$ cat config.mk
export PLATFORM = sky130hd
export DESIGN_NAME = priv_block
export DESIGN_NICKNAME = d
export VERILOG_FILES = /design/src/hw/priv_pkg.sv /design/src/hw/priv_csr.sv /design/src/hw/priv_pma.sv /design/src/hw/priv_pmp.sv /design/src/hw/priv_trap.sv /design/src/hw/priv_block.sv
export SDC_FILE = /design/constraint.sdc
export NUM_CORES = 1
export LEC_CHECK = 0
export ABC_CLOCK_PERIOD_IN_PS = 11150
export BUFFER_PORTS_ARGS = -buffer_cell sky130_fd_sc_hd__buf_2
export CAP_MARGIN = 25
export CORE_AREA = 10 10 253 255
export CTS_BUF_LIST = sky130_fd_sc_hd__clkbuf_16
export DETAILED_ROUTE_END_ITERATION = 7
export DIE_AREA = 0 0 263 265
export PLACE_DENSITY = 0.59
export SYNTH_ARGS = -nofsm -noshare
export SYNTH_HDL_FRONTEND = slang
export SYNTH_HIERARCHICAL = 1
export SYNTH_SLANG_ARGS = --single-unit
export TNS_END_PERCENT = 1
$ cat constraint.sdc
create_clock -name CLK -period 11.15 [get_ports CLK]
set_input_delay 1.115 -clock CLK [delete_from_list [all_inputs] [get_ports CLK]]
set_output_delay 1.115 -clock CLK [all_outputs]
set_load 0.02 [all_outputs]
$ cat src/hw/priv_pkg.sv
// **************************************************
// Privileged unit package
// Privilege modes, CSR addresses and operations,
// trap cause codes and shared field positions
// **************************************************
package priv_pkg;

    localparam int XLEN = 32;

    typedef enum logic [1:0] {
        U_MODE = 2'b00,
        M_MODE = 2'b11
    } priv_mode_e;

    typedef enum logic [1:0] {
        CSR_RW = 2'b01,
        CSR_RS = 2'b10,
        CSR_RC = 2'b11
    } csr_op_e;

    // PMP address registers follow CSR_PMPADDR0 in order
    typedef enum logic [11:0] {
        CSR_MSTATUS  = 12'h300,
        CSR_MIE      = 12'h304,
        CSR_MTVEC    = 12'h305,
        CSR_MSCRATCH = 12'h340,
        CSR_MEPC     = 12'h341,
        CSR_MCAUSE   = 12'h342,
        CSR_MTVAL    = 12'h343,
        CSR_MIP      = 12'h344,
        CSR_PMPCFG0  = 12'h3A0,
        CSR_PMPADDR0 = 12'h3B0
    } csr_addr_e;

    typedef enum logic [3:0] {
        EXC_INSN_MISALIGN  = 4'd0,
        EXC_INSN_FAULT     = 4'd1,
        EXC_ILLEGAL_INSN   = 4'd2,
        EXC_BREAKPOINT     = 4'd3,
        EXC_LOAD_MISALIGN  = 4'd4,
        EXC_LOAD_FAULT     = 4'd5,
        EXC_STORE_MISALIGN = 4'd6,
        EXC_STORE_FAULT    = 4'd7,
        EXC_ECALL_U        = 4'd8,
        EXC_ECALL_M        = 4'd11
    } exc_cause_e;

    typedef enum logic [3:0] {
        INT_M_SOFT  = 4'd3,
        INT_M_TIMER = 4'd7,
        INT_M_EXT   = 4'd11
    } int_cause_e;

    typedef enum logic [1:0] {
        ACC_BYTE = 2'b00,
        ACC_HALF = 2'b01,
        ACC_WORD = 2'b10
    } acc_width_e;

    // Bit positions in mstatus, mie and mip
    localparam int MSTATUS_MIE  = 3;
    localparam int MSTATUS_MPIE = 7;
    localparam int MSTATUS_MPP  = 11;
    localparam int MSTATUS_TW   = 21;
    localparam int MSI_BIT      = 3;
    localparam int MTI_BIT      = 7;
    localparam int MEI_BIT      = 11;

endpackage

$ cat src/hw/priv_csr.sv
// **************************************************
// Machine CSR file
// Read-write, set and clear access with privilege
// checks, plus trap and mret updates of mstatus
// **************************************************
`timescale 1ns/1ps

module priv_csr import priv_pkg::*; #(
    parameter int PMP_ENTRIES = 4
) (
    input  logic                                CLK,
    input  logic                                reset,
    input  logic                                csr_valid,
    input  csr_op_e                             csr_op,
    input  logic [11:0]                         csr_addr,
    input  logic [XLEN-1:0]                     wdata,
    input  priv_mode_e                          curr_priv,
    input  logic                                trap_take,
    input  logic [3:0]                          trap_cause,
    input  logic                                trap_is_int,
    input  logic [XLEN-1:0]                     trap_epc,
    input  logic [XLEN-1:0]                     trap_tval,
    input  logic                                mret_take,
    input  logic                                timer_int,
    input  logic                                soft_int,
    input  logic                                ext_int,
    output logic [XLEN-1:0]                     rdata,
    output logic                                csr_invalid,
    output logic                                mstatus_mie,
    output logic                                mstatus_mpie,
    output priv_mode_e                          mstatus_mpp,
    output logic                                mstatus_tw,
    output logic [XLEN-1:0]                     mtvec,
    output logic [XLEN-1:0]                     mepc,
    output logic [XLEN-1:0]                     mie,
    output logic [XLEN-1:0]                     mip,
    output logic [XLEN-1:0]                     pmp_cfg,
    output logic [PMP_ENTRIES-1:0][XLEN-1:0]    pmp_addr
);

    logic [XLEN-1:0] mcause, mtval, mscratch, mstatus;
    logic [XLEN-1:0] new_val;
    logic            csr_known, is_write, csr_wen;

    // Only the three machine interrupt bits exist
    localparam logic [XLEN-1:0] MIE_MASK = (1 << MSI_BIT) | (1 << MTI_BIT) | (1 << MEI_BIT);

    assign mip = (XLEN'(ext_int) << MEI_BIT) | (XLEN'(timer_int) << MTI_BIT)
               | (XLEN'(soft_int) << MSI_BIT);

    always_comb begin
        mstatus = '0;
        mstatus[MSTATUS_MIE] = mstatus_mie;
        mstatus[MSTATUS_MPIE] = mstatus_mpie;
        mstatus[MSTATUS_MPP +: 2] = mstatus_mpp;
        mstatus[MSTATUS_TW] = mstatus_tw;
    end

    // Read mux, also tells whether the address exists
    always_comb begin
        csr_known = 1'b1;
        rdata = '0;
        case (csr_addr)
            CSR_MSTATUS:  rdata = mstatus;
            CSR_MIE:      rdata = mie;
            CSR_MTVEC:    rdata = mtvec;
            CSR_MSCRATCH: rdata = mscratch;
            CSR_MEPC:     rdata = mepc;
            CSR_MCAUSE:   rdata = mcause;
            CSR_MTVAL:    rdata = mtval;
            CSR_MIP:      rdata = mip;
            CSR_PMPCFG0:  rdata = pmp_cfg;
            default: begin
                csr_known = 1'b0;
                for (int i = 0; i < PMP_ENTRIES; i++) begin
                    if (csr_addr == 12'(CSR_PMPADDR0 + i)) begin
                        csr_known = 1'b1;
                        rdata = pmp_addr[i];
                    end
                end
            end
        endcase
    end

    always_comb begin
        case (csr_op)
            CSR_RS:  new_val = rdata | wdata;
            CSR_RC:  new_val = rdata & ~wdata;
            default: new_val = wdata;
        endcase
    end

    // Set or clear with a zero mask is a pure read
    assign is_write = (csr_op == CSR_RW) || (wdata != '0);
    assign csr_invalid = csr_valid & (~csr_known | (curr_priv == U_MODE)
                       | ((csr_addr == CSR_MIP) & is_write));
    assign csr_wen = csr_valid & ~csr_invalid;

    always_ff @(posedge CLK) begin
        if (reset) begin
            mstatus_mie <= 1'b0;
            mstatus_mpie <= 1'b0;
            mstatus_mpp <= U_MODE;
            mstatus_tw <= 1'b0;
            mtvec <= '0;
            mepc <= '0;
            mcause <= '0;
            mtval <= '0;
            mie <= '0;
            mscratch <= '0;
            pmp_cfg <= '0;
            pmp_addr <= '0;
        end else if (trap_take) begin
            mepc <= trap_epc;
            mcause <= {trap_is_int, {(XLEN-5){1'b0}}, trap_cause};
            mtval <= trap_tval;
            mstatus_mpie <= mstatus_mie;
            mstatus_mie <= 1'b0;
            mstatus_mpp <= curr_priv;
        end else if (mret_take) begin
            mstatus_mie <= mstatus_mpie;
            mstatus_mpie <= 1'b1;
            mstatus_mpp <= U_MODE;
        end else if (csr_wen) begin
            case (csr_addr)
                CSR_MSTATUS: begin
                    mstatus_mie <= new_val[MSTATUS_MIE];
                    mstatus_mpie <= new_val[MSTATUS_MPIE];
                    // MPP keeps only legal modes
                    mstatus_mpp <= (new_val[MSTATUS_MPP +: 2] == 2'b11) ? M_MODE : U_MODE;
                    mstatus_tw <= new_val[MSTATUS_TW];
                end
                CSR_MIE:      mie <= new_val & MIE_MASK;
                CSR_MTVEC:    mtvec <= {new_val[XLEN-1:2], 2'b00};
                CSR_MSCRATCH: mscratch <= new_val;
                CSR_MEPC:     mepc <= {new_val[XLEN-1:2], 2'b00};
                CSR_MCAUSE:   mcause <= new_val;
                CSR_MTVAL:    mtval <= new_val;
                CSR_PMPCFG0:  pmp_cfg <= new_val;
                default: begin
                    for (int i = 0; i < PMP_ENTRIES; i++) begin
                        if (csr_addr == 12'(CSR_PMPADDR0 + i))
                            pmp_addr[i] <= new_val;
                    end
                end
            endcase
        end
    end

endmodule

$ cat src/hw/priv_pma.sv
// **************************************************
// Physical memory attribute check
// Fixed RAM and IO regions, any other address faults
// **************************************************
`timescale 1ns/1ps

module priv_pma import priv_pkg::*; #(
    parameter logic [XLEN-1:0] RAM_BASE = 32'h8000_0000,
    parameter logic [XLEN-1:0] RAM_SIZE = 32'h0001_0000,
    parameter logic [XLEN-1:0] IO_BASE  = 32'h1000_0000,
    parameter logic [XLEN-1:0] IO_SIZE  = 32'h0000_1000
) (
    input  logic            iren,
    input  logic [XLEN-1:0] iaddr,
    input  logic            dren,
    input  logic            dwen,
    input  logic [XLEN-1:0] daddr,
    input  acc_width_e      d_acc_width,
    output logic            pma_i_fault,
    output logic            pma_l_fault,
    output logic            pma_s_fault
);

    logic i_in_ram, d_in_ram, d_in_io, d_ok;

    // Offset compare wraps below the base, so one test covers both bounds
    assign i_in_ram = (iaddr - RAM_BASE) < RAM_SIZE;
    assign d_in_ram = (daddr - RAM_BASE) < RAM_SIZE;
    assign d_in_io  = (daddr - IO_BASE) < IO_SIZE;

    // IO registers take full words only
    assign d_ok = d_in_ram | (d_in_io & (d_acc_width == ACC_WORD));

    assign pma_i_fault = iren & ~i_in_ram;
    assign pma_l_fault = dren & ~d_ok;
    assign pma_s_fault = dwen & ~d_ok;

endmodule

$ cat src/hw/priv_pmp.sv
// **************************************************
// Physical memory protection check
// TOR entries, lowest matching entry decides
// **************************************************
`timescale 1ns/1ps

module priv_pmp import priv_pkg::*; #(
    parameter int PMP_ENTRIES = 4
) (
    input  priv_mode_e                          curr_priv,
    input  logic [XLEN-1:0]                     pmp_cfg,
    input  logic [PMP_ENTRIES-1:0][XLEN-1:0]    pmp_addr,
    input  logic                                iren,
    input  logic [XLEN-1:0]                     iaddr,
    input  logic                                dren,
    input  logic                                dwen,
    input  logic [XLEN-1:0]                     daddr,
    output logic                                pmp_i_fault,
    output logic                                pmp_l_fault,
    output logic                                pmp_s_fault
);

    // Fields of one pmpcfg byte
    localparam int PMP_R = 0;
    localparam int PMP_W = 1;
    localparam int PMP_X = 2;
    localparam int PMP_L = 7;
    localparam logic [1:0] PMP_TOR = 2'b01;

    function automatic logic pmp_fault(input logic [XLEN-1:0] addr, input int perm);
        logic            hit;
        logic            allow;
        logic            locked;
        logic [XLEN-1:0] word;
        logic [XLEN-1:0] lo;
        logic [7:0]      cfg;
        hit = 1'b0;
        allow = 1'b0;
        locked = 1'b0;
        // pmpaddr holds address bits 33:2
        word = {2'b00, addr[XLEN-1:2]};
        lo = '0;
        for (int i = 0; i < PMP_ENTRIES; i++) begin
            cfg = pmp_cfg[8*i +: 8];
            if (!hit && (cfg[4:3] == PMP_TOR) && (word >= lo) && (word < pmp_addr[i])) begin
                hit = 1'b1;
                allow = cfg[perm];
                locked = cfg[PMP_L];
            end
            lo = pmp_addr[i];
        end
        // Machine mode only sees locked entries
        if (curr_priv == M_MODE)
            return hit & locked & ~allow;
        return ~(hit & allow);
    endfunction

    always_comb begin
        pmp_i_fault = iren & pmp_fault(iaddr, PMP_X);
        pmp_l_fault = dren & pmp_fault(daddr, PMP_R);
        pmp_s_fault = dwen & pmp_fault(daddr, PMP_W);
    end

endmodule

$ cat src/hw/priv_trap.sv
// **************************************************
// Trap unit
// Merges protection faults, exceptions and interrupts,
// holds the privilege mode and the PC redirect
// **************************************************
`timescale 1ns/1ps

module priv_trap import priv_pkg::*; (
    input  logic            CLK,
    input  logic            reset,
    input  logic            pma_i_fault,
    input  logic            pma_l_fault,
    input  logic            pma_s_fault,
    input  logic            pmp_i_fault,
    input  logic            pmp_l_fault,
    input  logic            pmp_s_fault,
    input  logic            iren,
    input  logic [XLEN-1:0] iaddr,
    input  logic            dren,
    input  logic            dwen,
    input  logic [XLEN-1:0] daddr,
    input  logic            illegal_insn,
    input  logic            breakpoint,
    input  logic            ecall,
    input  logic            mal_insn,
    input  logic            mal_l,
    input  logic            mal_s,
    input  logic [XLEN-1:0] epc,
    input  logic [XLEN-1:0] badaddr,
    input  logic            ret,
    input  logic            wfi,
    input  logic            mstatus_mie,
    input  priv_mode_e      mstatus_mpp,
    input  logic            mstatus_tw,
    input  logic [XLEN-1:0] mtvec,
    input  logic [XLEN-1:0] mepc,
    input  logic [XLEN-1:0] mie,
    input  logic [XLEN-1:0] mip,
    input  logic            csr_invalid,
    output priv_mode_e      curr_priv,
    output logic            trap_take,
    output logic [3:0]      trap_cause,
    output logic            trap_is_int,
    output logic [XLEN-1:0] trap_epc,
    output logic [XLEN-1:0] trap_tval,
    output logic            mret_take,
    output logic            invalid_priv_isn,
    output logic            prot_fault_i,
    output logic            prot_fault_l,
    output logic            prot_fault_s,
    output logic            insert_pc,
    output logic [XLEN-1:0] priv_pc,
    output logic            intr
);

    logic [XLEN-1:0] pend;
    logic            int_en;

    assign prot_fault_i = iren & (pma_i_fault | pmp_i_fault);
    assign prot_fault_l = dren & (pma_l_fault | pmp_l_fault);
    assign prot_fault_s = dwen & (pma_s_fault | pmp_s_fault);

    assign invalid_priv_isn = csr_invalid | (ret & (curr_priv != M_MODE))
                            | (wfi & (curr_priv == U_MODE) & mstatus_tw);

    // User mode is always interruptible by machine interrupts
    assign pend = mie & mip;
    assign int_en = (curr_priv == U_MODE) | mstatus_mie;

    always_comb begin
        trap_take = 1'b1;
        trap_is_int = 1'b0;
        trap_cause = EXC_ILLEGAL_INSN;
        trap_tval = '0;
        if (int_en & pend[MEI_BIT]) begin
            trap_is_int = 1'b1;
            trap_cause = INT_M_EXT;
        end else if (int_en & pend[MSI_BIT]) begin
            trap_is_int = 1'b1;
            trap_cause = INT_M_SOFT;
        end else if (int_en & pend[MTI_BIT]) begin
            trap_is_int = 1'b1;
            trap_cause = INT_M_TIMER;
        end else if (mal_insn) begin
            trap_cause = EXC_INSN_MISALIGN;
            trap_tval = badaddr;
        end else if (prot_fault_i) begin
            trap_cause = EXC_INSN_FAULT;
            trap_tval = iaddr;
        end else if (illegal_insn) begin
            trap_cause = EXC_ILLEGAL_INSN;
        end else if (breakpoint) begin
            trap_cause = EXC_BREAKPOINT;
        end else if (ecall) begin
            trap_cause = (curr_priv == M_MODE) ? EXC_ECALL_M : EXC_ECALL_U;
        end else if (mal_l | mal_s) begin
            trap_cause = mal_l ? EXC_LOAD_MISALIGN : EXC_STORE_MISALIGN;
            trap_tval = badaddr;
        end else if (prot_fault_l | prot_fault_s) begin
            trap_cause = prot_fault_l ? EXC_LOAD_FAULT : EXC_STORE_FAULT;
            trap_tval = daddr;
        end else begin
            trap_take = 1'b0;
        end
    end

    assign trap_epc = epc;
    assign mret_take = ret & (curr_priv == M_MODE) & ~trap_take;

    always_ff @(posedge CLK) begin
        if (reset) begin
            curr_priv <= M_MODE;
            insert_pc <= 1'b0;
            intr <= 1'b0;
        end else begin
            if (trap_take)
                curr_priv <= M_MODE;
            else if (mret_take)
                curr_priv <= mstatus_mpp;
            insert_pc <= trap_take | mret_take;
            intr <= trap_take & trap_is_int;
        end
    end

    // Direct mode only, so the base is the whole target
    always_ff @(posedge CLK) begin
        if (trap_take)
            priv_pc <= {mtvec[XLEN-1:2], 2'b00};
        else if (mret_take)
            priv_pc <= mepc;
    end

endmodule

$ cat src/hw/priv_block.sv
// **************************************************
// Privileged unit top level
// Connects CSR file, PMA, PMP and trap unit to the
// pipeline
// **************************************************
`timescale 1ns/1ps

module priv_block import priv_pkg::*; #(
    parameter int              PMP_ENTRIES = 4,
    parameter logic [XLEN-1:0] RAM_BASE    = 32'h8000_0000,
    parameter logic [XLEN-1:0] RAM_SIZE    = 32'h0001_0000,
    parameter logic [XLEN-1:0] IO_BASE     = 32'h1000_0000,
    parameter logic [XLEN-1:0] IO_SIZE     = 32'h0000_1000
) (
    input  logic            CLK,
    input  logic            reset,
    input  logic            csr_valid,
    input  csr_op_e         csr_op,
    input  logic [11:0]     csr_addr,
    input  logic [XLEN-1:0] wdata,
    output logic [XLEN-1:0] rdata,
    output logic            invalid_priv_isn,
    input  logic            iren,
    input  logic [XLEN-1:0] iaddr,
    input  logic            dren,
    input  logic            dwen,
    input  logic [XLEN-1:0] daddr,
    input  acc_width_e      d_acc_width,
    output logic            prot_fault_i,
    output logic            prot_fault_l,
    output logic            prot_fault_s,
    input  logic            illegal_insn,
    input  logic            breakpoint,
    input  logic            ecall,
    input  logic            mal_insn,
    input  logic            mal_l,
    input  logic            mal_s,
    input  logic [XLEN-1:0] epc,
    input  logic [XLEN-1:0] badaddr,
    input  logic            ret,
    input  logic            wfi,
    input  logic            timer_int,
    input  logic            soft_int,
    input  logic            ext_int,
    output logic            insert_pc,
    output logic [XLEN-1:0] priv_pc,
    output logic            intr
);

    priv_mode_e                         curr_priv, mstatus_mpp;
    logic                               mstatus_mie, mstatus_tw, csr_invalid;
    logic [XLEN-1:0]                    mtvec, mepc, mie, mip, pmp_cfg;
    logic [PMP_ENTRIES-1:0][XLEN-1:0]   pmp_addr;
    logic                               trap_take, trap_is_int, mret_take;
    logic [3:0]                         trap_cause;
    logic [XLEN-1:0]                    trap_epc, trap_tval;
    logic pma_i_fault, pma_l_fault, pma_s_fault;
    logic pmp_i_fault, pmp_l_fault, pmp_s_fault;

    // MPIE only matters inside the CSR file
    priv_csr #(.PMP_ENTRIES(PMP_ENTRIES)) csr (
        .CLK, .reset, .csr_valid, .csr_op, .csr_addr, .wdata, .curr_priv,
        .trap_take, .trap_cause, .trap_is_int, .trap_epc, .trap_tval, .mret_take,
        .timer_int, .soft_int, .ext_int, .rdata, .csr_invalid,
        .mstatus_mie, .mstatus_mpie(), .mstatus_mpp, .mstatus_tw,
        .mtvec, .mepc, .mie, .mip, .pmp_cfg, .pmp_addr
    );

    priv_pma #(
        .RAM_BASE(RAM_BASE), .RAM_SIZE(RAM_SIZE), .IO_BASE(IO_BASE), .IO_SIZE(IO_SIZE)
    ) pma (
        .iren, .iaddr, .dren, .dwen, .daddr, .d_acc_width,
        .pma_i_fault, .pma_l_fault, .pma_s_fault
    );

    priv_pmp #(.PMP_ENTRIES(PMP_ENTRIES)) pmp (
        .curr_priv, .pmp_cfg, .pmp_addr, .iren, .iaddr, .dren, .dwen, .daddr,
        .pmp_i_fault, .pmp_l_fault, .pmp_s_fault
    );

    priv_trap trap (
        .CLK, .reset, .pma_i_fault, .pma_l_fault, .pma_s_fault,
        .pmp_i_fault, .pmp_l_fault, .pmp_s_fault, .iren, .iaddr, .dren, .dwen, .daddr,
        .illegal_insn, .breakpoint, .ecall, .mal_insn, .mal_l, .mal_s, .epc, .badaddr,
        .ret, .wfi, .mstatus_mie, .mstatus_mpp, .mstatus_tw, .mtvec, .mepc, .mie, .mip,
        .csr_invalid, .curr_priv, .trap_take, .trap_cause, .trap_is_int, .trap_epc,
        .trap_tval, .mret_take, .invalid_priv_isn, .prot_fault_i, .prot_fault_l,
        .prot_fault_s, .insert_pc, .priv_pc, .intr
    );

endmodule

==> results of run 1 <==
metrics by stage:
step / util, % / power (mW)
final: 48.8 / 3.00
after global placement: 46.5 / 1.80
after detailed placement: 46.7 / 1.81
after global routing: 48.8 / 3.09
after CTS: 48.6 / 2.99
after floorplan: - / 1.62
area by class of cell:
class	count	area [um^2]	area share, %
Antenna cell	1	2.50	0.00873
Tap cell	773	967	3.37
Clock inverter	27	178	0.619
Multi-Input combinational cell	2294	16500	57.7
Sequential cell	362	7550	26.3
Clock buffer	38	951	3.32
Inverter	160	606	2.11
Timing Repair Buffer	322	1880	6.56
power breakdown:
part           switching (mW)  internal (mW)
sequential             0.0109           1.32
combinational           0.304          0.156
clock                   0.540          0.664
total                   0.856           2.14
sequential cells by signal, summed over array words and instances (netlist names), 3 cells and up:
| name | count |
|---|---|
| csr/mtvec | 30 |
| csr/mepc | 32 |
| csr/mie | 3 |
| csr/mscratch | 32 |
| trap/priv_pc | 32 |
| csr/mtval | 32 |
| csr/pmp_addr | 128 |
| csr/mcause | 32 |
| csr/pmp_cfg | 32 |
worst paths after layout:
check | startpoint | end | slack (ps) | depth (start not counted)
setup / recovery | daddr[17] | csr/mtvec[30] | 4020 | 21
hold / removal | csr/mcause[6] | csr/mcause[6] | 460 | 2
setup reg to reg | csr/pmp_addr[15] | csr/mtvec[30] | 4250 | 21
hold reg to reg | csr/mcause[6] | csr/mcause[6] | 460 | 2
per-layer routing:
| layer | global-route usage [%] | vias to the layer above | routed length (um) |
|---|---|---|---|
| li1 | - | 11600 | - |
| met1 | 42.3 | 12700 | 48600 |
| met2 | 48.7 | 1513 | 50500 |
| met3 | 7.09 | 256 | 12100 |
| met4 | 13.4 | 2 | 5450 |
| met5 | 0 | - | 13 |
worst register-to-register path, cell delays in order, from the launching register on:
cell and delay, ps:
dfxtp_1 370, inv_1 140, ha_1 350, nand4_1 220, nor4_1 630, a21boi_0 510
o41ai_1 200, and3_1 310, a21oi_2 180, o311a_1 190, o211ai_1 100, o2111a_1 240
o21ai_0 280, nand2_1 210, nor2_2 300, inv_6 290, nor2_1 490, or2_2 420
nor2_1 160, nand2_1 170, or2_1 780, o22ai_1 200
==> reports/results.ini, run 1 <==
[placed_design]
routabilityCongestion = 0.981
place.detailed.hpwl_um = 89500
count_of_buffers_from_port_buffering = 262
place_area_mm2 = 0.0274
dp_cells = 3906
dp_slack_ps = 3400

[drt]
drt-wirelength-per-cell_um = 29.3
detail_route.first_pass.iterations = 7
drt-vias-per-instance = 6.58
route.detailed.drc = 0
drt_wl_total_um = 117000
detailroute.via_count = 26100
drtAntennaViolNets = 0
drt-initial-drc-count = 3125

[finish]
area_growth_pct = 11.2
drive_above_1_share_pct = 16.8
most-common-layout-cells = 332 x dfxtp_1, 260 x buf_2, 243 x nand2_1
post_layout_nonfiller_instances = 3977
mostFrequentLayoutCell = dfxtp_1
fillCellCount = 5763
postLayoutCellArea_mm2 = 0.0287
nets = 3608

[sta]
finalWorstSetupSlack_ps = 4020
slew_headroom_pct = 23.5
finalHoldViolations = 0
finalWorstPathRequiredPeriod_ps = 7130
max_clock_freq_mhz = 140
final_setup_violation_count = 0
fin_tns_setup_ps = 0
drv_slew = 0
clock-skew-final_ps = 20.9
rsz0062_at_grt = false
timing.hold.ws_ps = 460
final.period_utilization_pct = 63.9
worst-slew-pin-transition_ps = 1140

[pwr]
pleak_nw = 10.7
irDropWorstVdd_v = 0.0000939
power_per_cell_area_mw_per_mm2 = 105

[run]
cap_viol_max_count = 0

[setup_path]
timing.critical_path.cells = buf_2 > ha_1 > nand4_1 > nor4_1 > a21boi_0 > o41ai_1 > and3_1 > a21oi_2 > o311a_1 > o211ai_1 > o2111a_1 > o21ai_0 > nand2_1 > nor2_2 > inv_6 > nor2_1 > or2_2 > nor2_1 > nand2_1 > or2_1 > o22ai_1
critPathLaunchType = input pin
critical_path.n_buffers_inverters = 2
worst_path_max_delay_cell = or2_1
critical_path_required_time_ps = 11530
path_max_fanout = 84
critical_path.endpoint_type = register
critical-path-top-delay-family = simple AND/OR/NAND/NOR gates
worstPathArrival_ps = 7510
cp_slowest_stage_delay_ps = 780
worstSetupPathType = input pin to register

[synthesis]
synthesis.area_per_instance_um2 = 8.45
synthesis.area_mm2 = 0.0258
postSynthCellCount = 3055
syn_nets = 3486
ys.warnings.count = 6

[global_route]
grt_max_degree = 225
vias_in_the_first_global_route = 25100
antenna_found_initial = 4
grt_first_pass_wirelength_um = 170000
grt_usage_pct = 31.7
grt.overflow.total = 0

[floorplan]
die_area_mm2 = 0.0697
core_area_mm2 = 0.0588
die_h_um = 265
std_cell_rows = 89
design.portCount = 263
x_dimension_of_the_die_um = 263
initial_utilization_pct = 43.9

[cts]
htree_levels = 2
cts_hold_buf = 0
cts_tree = yes
clk_latency_worst_skew_pair_ps = 550
cts_buffer_depth = 3
cts.reportedPaths.clkPinSlew_ps = 60
postCtsResizedCells = 0
ctsRootBufferMaster = clkbuf_16
numClockSinks = 362
post_cts.repair.setup_buffers = 0
cts_inserted_buffers = 37

[run_status]
outcome = complete, no violations

[hold_path]
hold_class = register to register

(Power assumes the default switching activity.)
==> inputs of run 2 (changes only) <==
--- a/config.mk
+++ b/config.mk
@@ -5,7 +5,7 @@
 export SDC_FILE = /design/constraint.sdc
 export NUM_CORES = 1
 export LEC_CHECK = 0
-export ABC_CLOCK_PERIOD_IN_PS = 11150
+export ABC_CLOCK_PERIOD_IN_PS = 7300
 export BUFFER_PORTS_ARGS = -buffer_cell sky130_fd_sc_hd__buf_2
 export CAP_MARGIN = 25
 export CORE_AREA = 10 10 253 255
==> constraint.sdc (replaced) <==
create_clock -name CLK -period 7.3 [get_ports CLK]
set_input_delay 0.73 -clock CLK [delete_from_list [all_inputs] [get_ports CLK]]
set_output_delay 0.73 -clock CLK [all_outputs]
set_load 0.02 [all_outputs]
==> run 2 against run 1 <==
Design area is 0.27% lower. First-iteration DRC count is 7.0% higher. Clock skew down 10 ps. Cell count barely moved. Sequential share of layout area grew 0.073 points. Clock power grew 53%. Clock-buffer cell count is 1 lower. Worst setup slack worse by 3600 ps. Highest routed layer is now met4. Critical path type is now register to register. Utilization decreased by 0.13 points. Wire length fell by 1.4%. Register-to-register slack worse by 3800 ps. Sequential power rose by 53%.
==> reports/results.ini, run 2 (same netlist as run 1, synthesis figures left out) <==
[cts]
cts_inserted_buffers = 36
numClockSinks = 362
cts_tree = yes
ctsRootBufferMaster = clkbuf_16
postCtsResizedCells = 0
clk_latency_worst_skew_pair_ps = 540
post_cts.repair.setup_buffers = 0
htree_levels = 2
cts_hold_buf = 0
cts.reportedPaths.clkPinSlew_ps = 70
cts_buffer_depth = 3

[drt]
drtAntennaViolNets = 0
drt-wirelength-per-cell_um = 28.9
drt-initial-drc-count = 3344
detail_route.first_pass.iterations = 6
detailroute.via_count = 26200
route.detailed.drc = 0
drt_wl_total_um = 115000
drt-vias-per-instance = 6.59

[global_route]
grt.overflow.total = 0
grt_usage_pct = 31.2
grt_first_pass_wirelength_um = 168000
grt_max_degree = 204
antenna_found_initial = 0
vias_in_the_first_global_route = 25000

[sta]
final_setup_violation_count = 0
final.period_utilization_pct = 93.7
drv_slew = 0
worst-slew-pin-transition_ps = 1090
fin_tns_setup_ps = 0
rsz0062_at_grt = false
slew_headroom_pct = 27.0
finalWorstPathRequiredPeriod_ps = 6840
clock-skew-final_ps = 10.6
max_clock_freq_mhz = 146
finalHoldViolations = 0

[setup_path]
timing.critical_path.cells = inv_1 > ha_1 > nand4_1 > nor4_1 > a21boi_0 > o41ai_1 > and3_1 > a21oi_2 > o311a_1 > o211ai_1 > o2111a_1 > o21ai_0 > nand2_1 > nor2_2 > inv_6 > nor2_1 > or2_2 > nor2_1 > nand2_1 > or2_1 > o22ai_1
path_max_fanout = 24
worstSetupPathType = register to register
worstPathArrival_ps = 7220
critical-path-top-delay-family = simple AND/OR/NAND/NOR gates
critPathLaunchType = register
cp_slowest_stage_delay_ps = 810
critical_path.endpoint_type = register
critical_path_required_time_ps = 7680
reg2reg_setup_slack_ps = 460
worst_path_max_delay_cell = nor4_1
critical_path.n_buffers_inverters = 2

[finish]
most_flop_heavy_register = csr/pmp_addr
post_layout_nonfiller_instances = 3976
flip_flop_count_of_the_largest_register_after_layout = 128
drive_above_1_share_pct = 16.9
most-common-layout-cells = 332 x dfxtp_1, 260 x buf_2, 243 x nand2_1
mostFrequentLayoutCell = dfxtp_1
area_growth_pct = 10.9
nets = 3609

[floorplan]
die_h_um = 265
std_cell_rows = 89
core_area_mm2 = 0.0588
x_dimension_of_the_die_um = 263
die_area_mm2 = 0.0697
design.portCount = 263
initial_utilization_pct = 43.9

[pwr]
power.clock.fraction_pct = 40.3
power.switching_mw = 1.30
power_per_cell_area_mw_per_mm2 = 160
seq_power_share_pct = 44.5
netSwitchingFraction_pct = 28.3
internal_power_mw = 3.28
pleak_nw = 10.7
irDropWorstVdd_v = 0.000155
comb_power_share_pct = 15.2

[placed_design]
place.detailed.hpwl_um = 88700
dp_cells = 3907
count_of_buffers_from_port_buffering = 262
routabilityCongestion = 1.05

[run]
cap_viol_max_count = 0

[hold_path]
hold_class = input pin to register

[run_status]
outcome = complete, no violations

## run 2: cell count changes in the layout (fill, tap and decap cells not counted), moves of 3 or more
cell      before  now
buf_16         4    0
buf_4         51   61
buf_6          3    0
clkinv_1       8   11
inv_1        165  160
## run 2: final timing paths
kind                     from        endpoint  depth (start not counted)
max          csr/pmp_addr[15]   csr/mtvec[30]                         21
min reg2reg    csr/mcause[14]  csr/mcause[14]                          2
max reg2reg  csr/pmp_addr[15]   csr/mtvec[30]                         21
min                    epc[0]     csr/mepc[0]                          3
## run 2: layout make-up
type / count / area, um^2
clock buffers: 37 / 926
repair buffers: 324 / 1810
inverters: 160 / 606
well taps: 773 / 967
clock inverters: 25 / 184
diodes: 1 / 2.50
flip-flops and latches: 362 / 7550
fillers: 5761 / 30200
multi-input cells: 2294 / 16600
## run 2: routing by layer
metal | global-route usage [%] | vias to the layer above | wire length [um]
met5 | 0 | - | 0
met4 | 11.9 | 0 | 4780
met3 | 6.30 | 223 | 11600
met2 | 48.3 | 1545 | 50400
met1 | 42.3 | 12800 | 48300
li1 | - | 11600 | -
## run 2: tightest hold or removal path, delay by kind of cell
family,cells,cell delay (ps)
buffers and inverters,1,100
AO/OA/AOI/OAI,1,50
AND/OR/NAND/NOR,1,50
## run 2: through the flow
step	util, %	worst slack, ps	area [um^2]	hold WS (ps)	power [mW]
after global placement	46.6	636	27400	440	2.74
after detailed placement	46.7	425	27400	451	2.75
after CTS	48.5	770	28500	431	4.57
after global routing	48.6	183	28600	452	4.71
after floorplan	-	1780	25800	426	2.47
final	48.6	458	28600	436	4.58
## run 2: power groups by stage
stage	Clock, mW	Combinational, mW	Sequential, mW
after CTS	1.86	0.673	2.04
after global routing	1.93	0.742	2.04
after floorplan	0	0.395	2.08
final	1.84	0.697	2.04
after detailed placement	0	0.670	2.08
after global placement	0	0.655	2.08
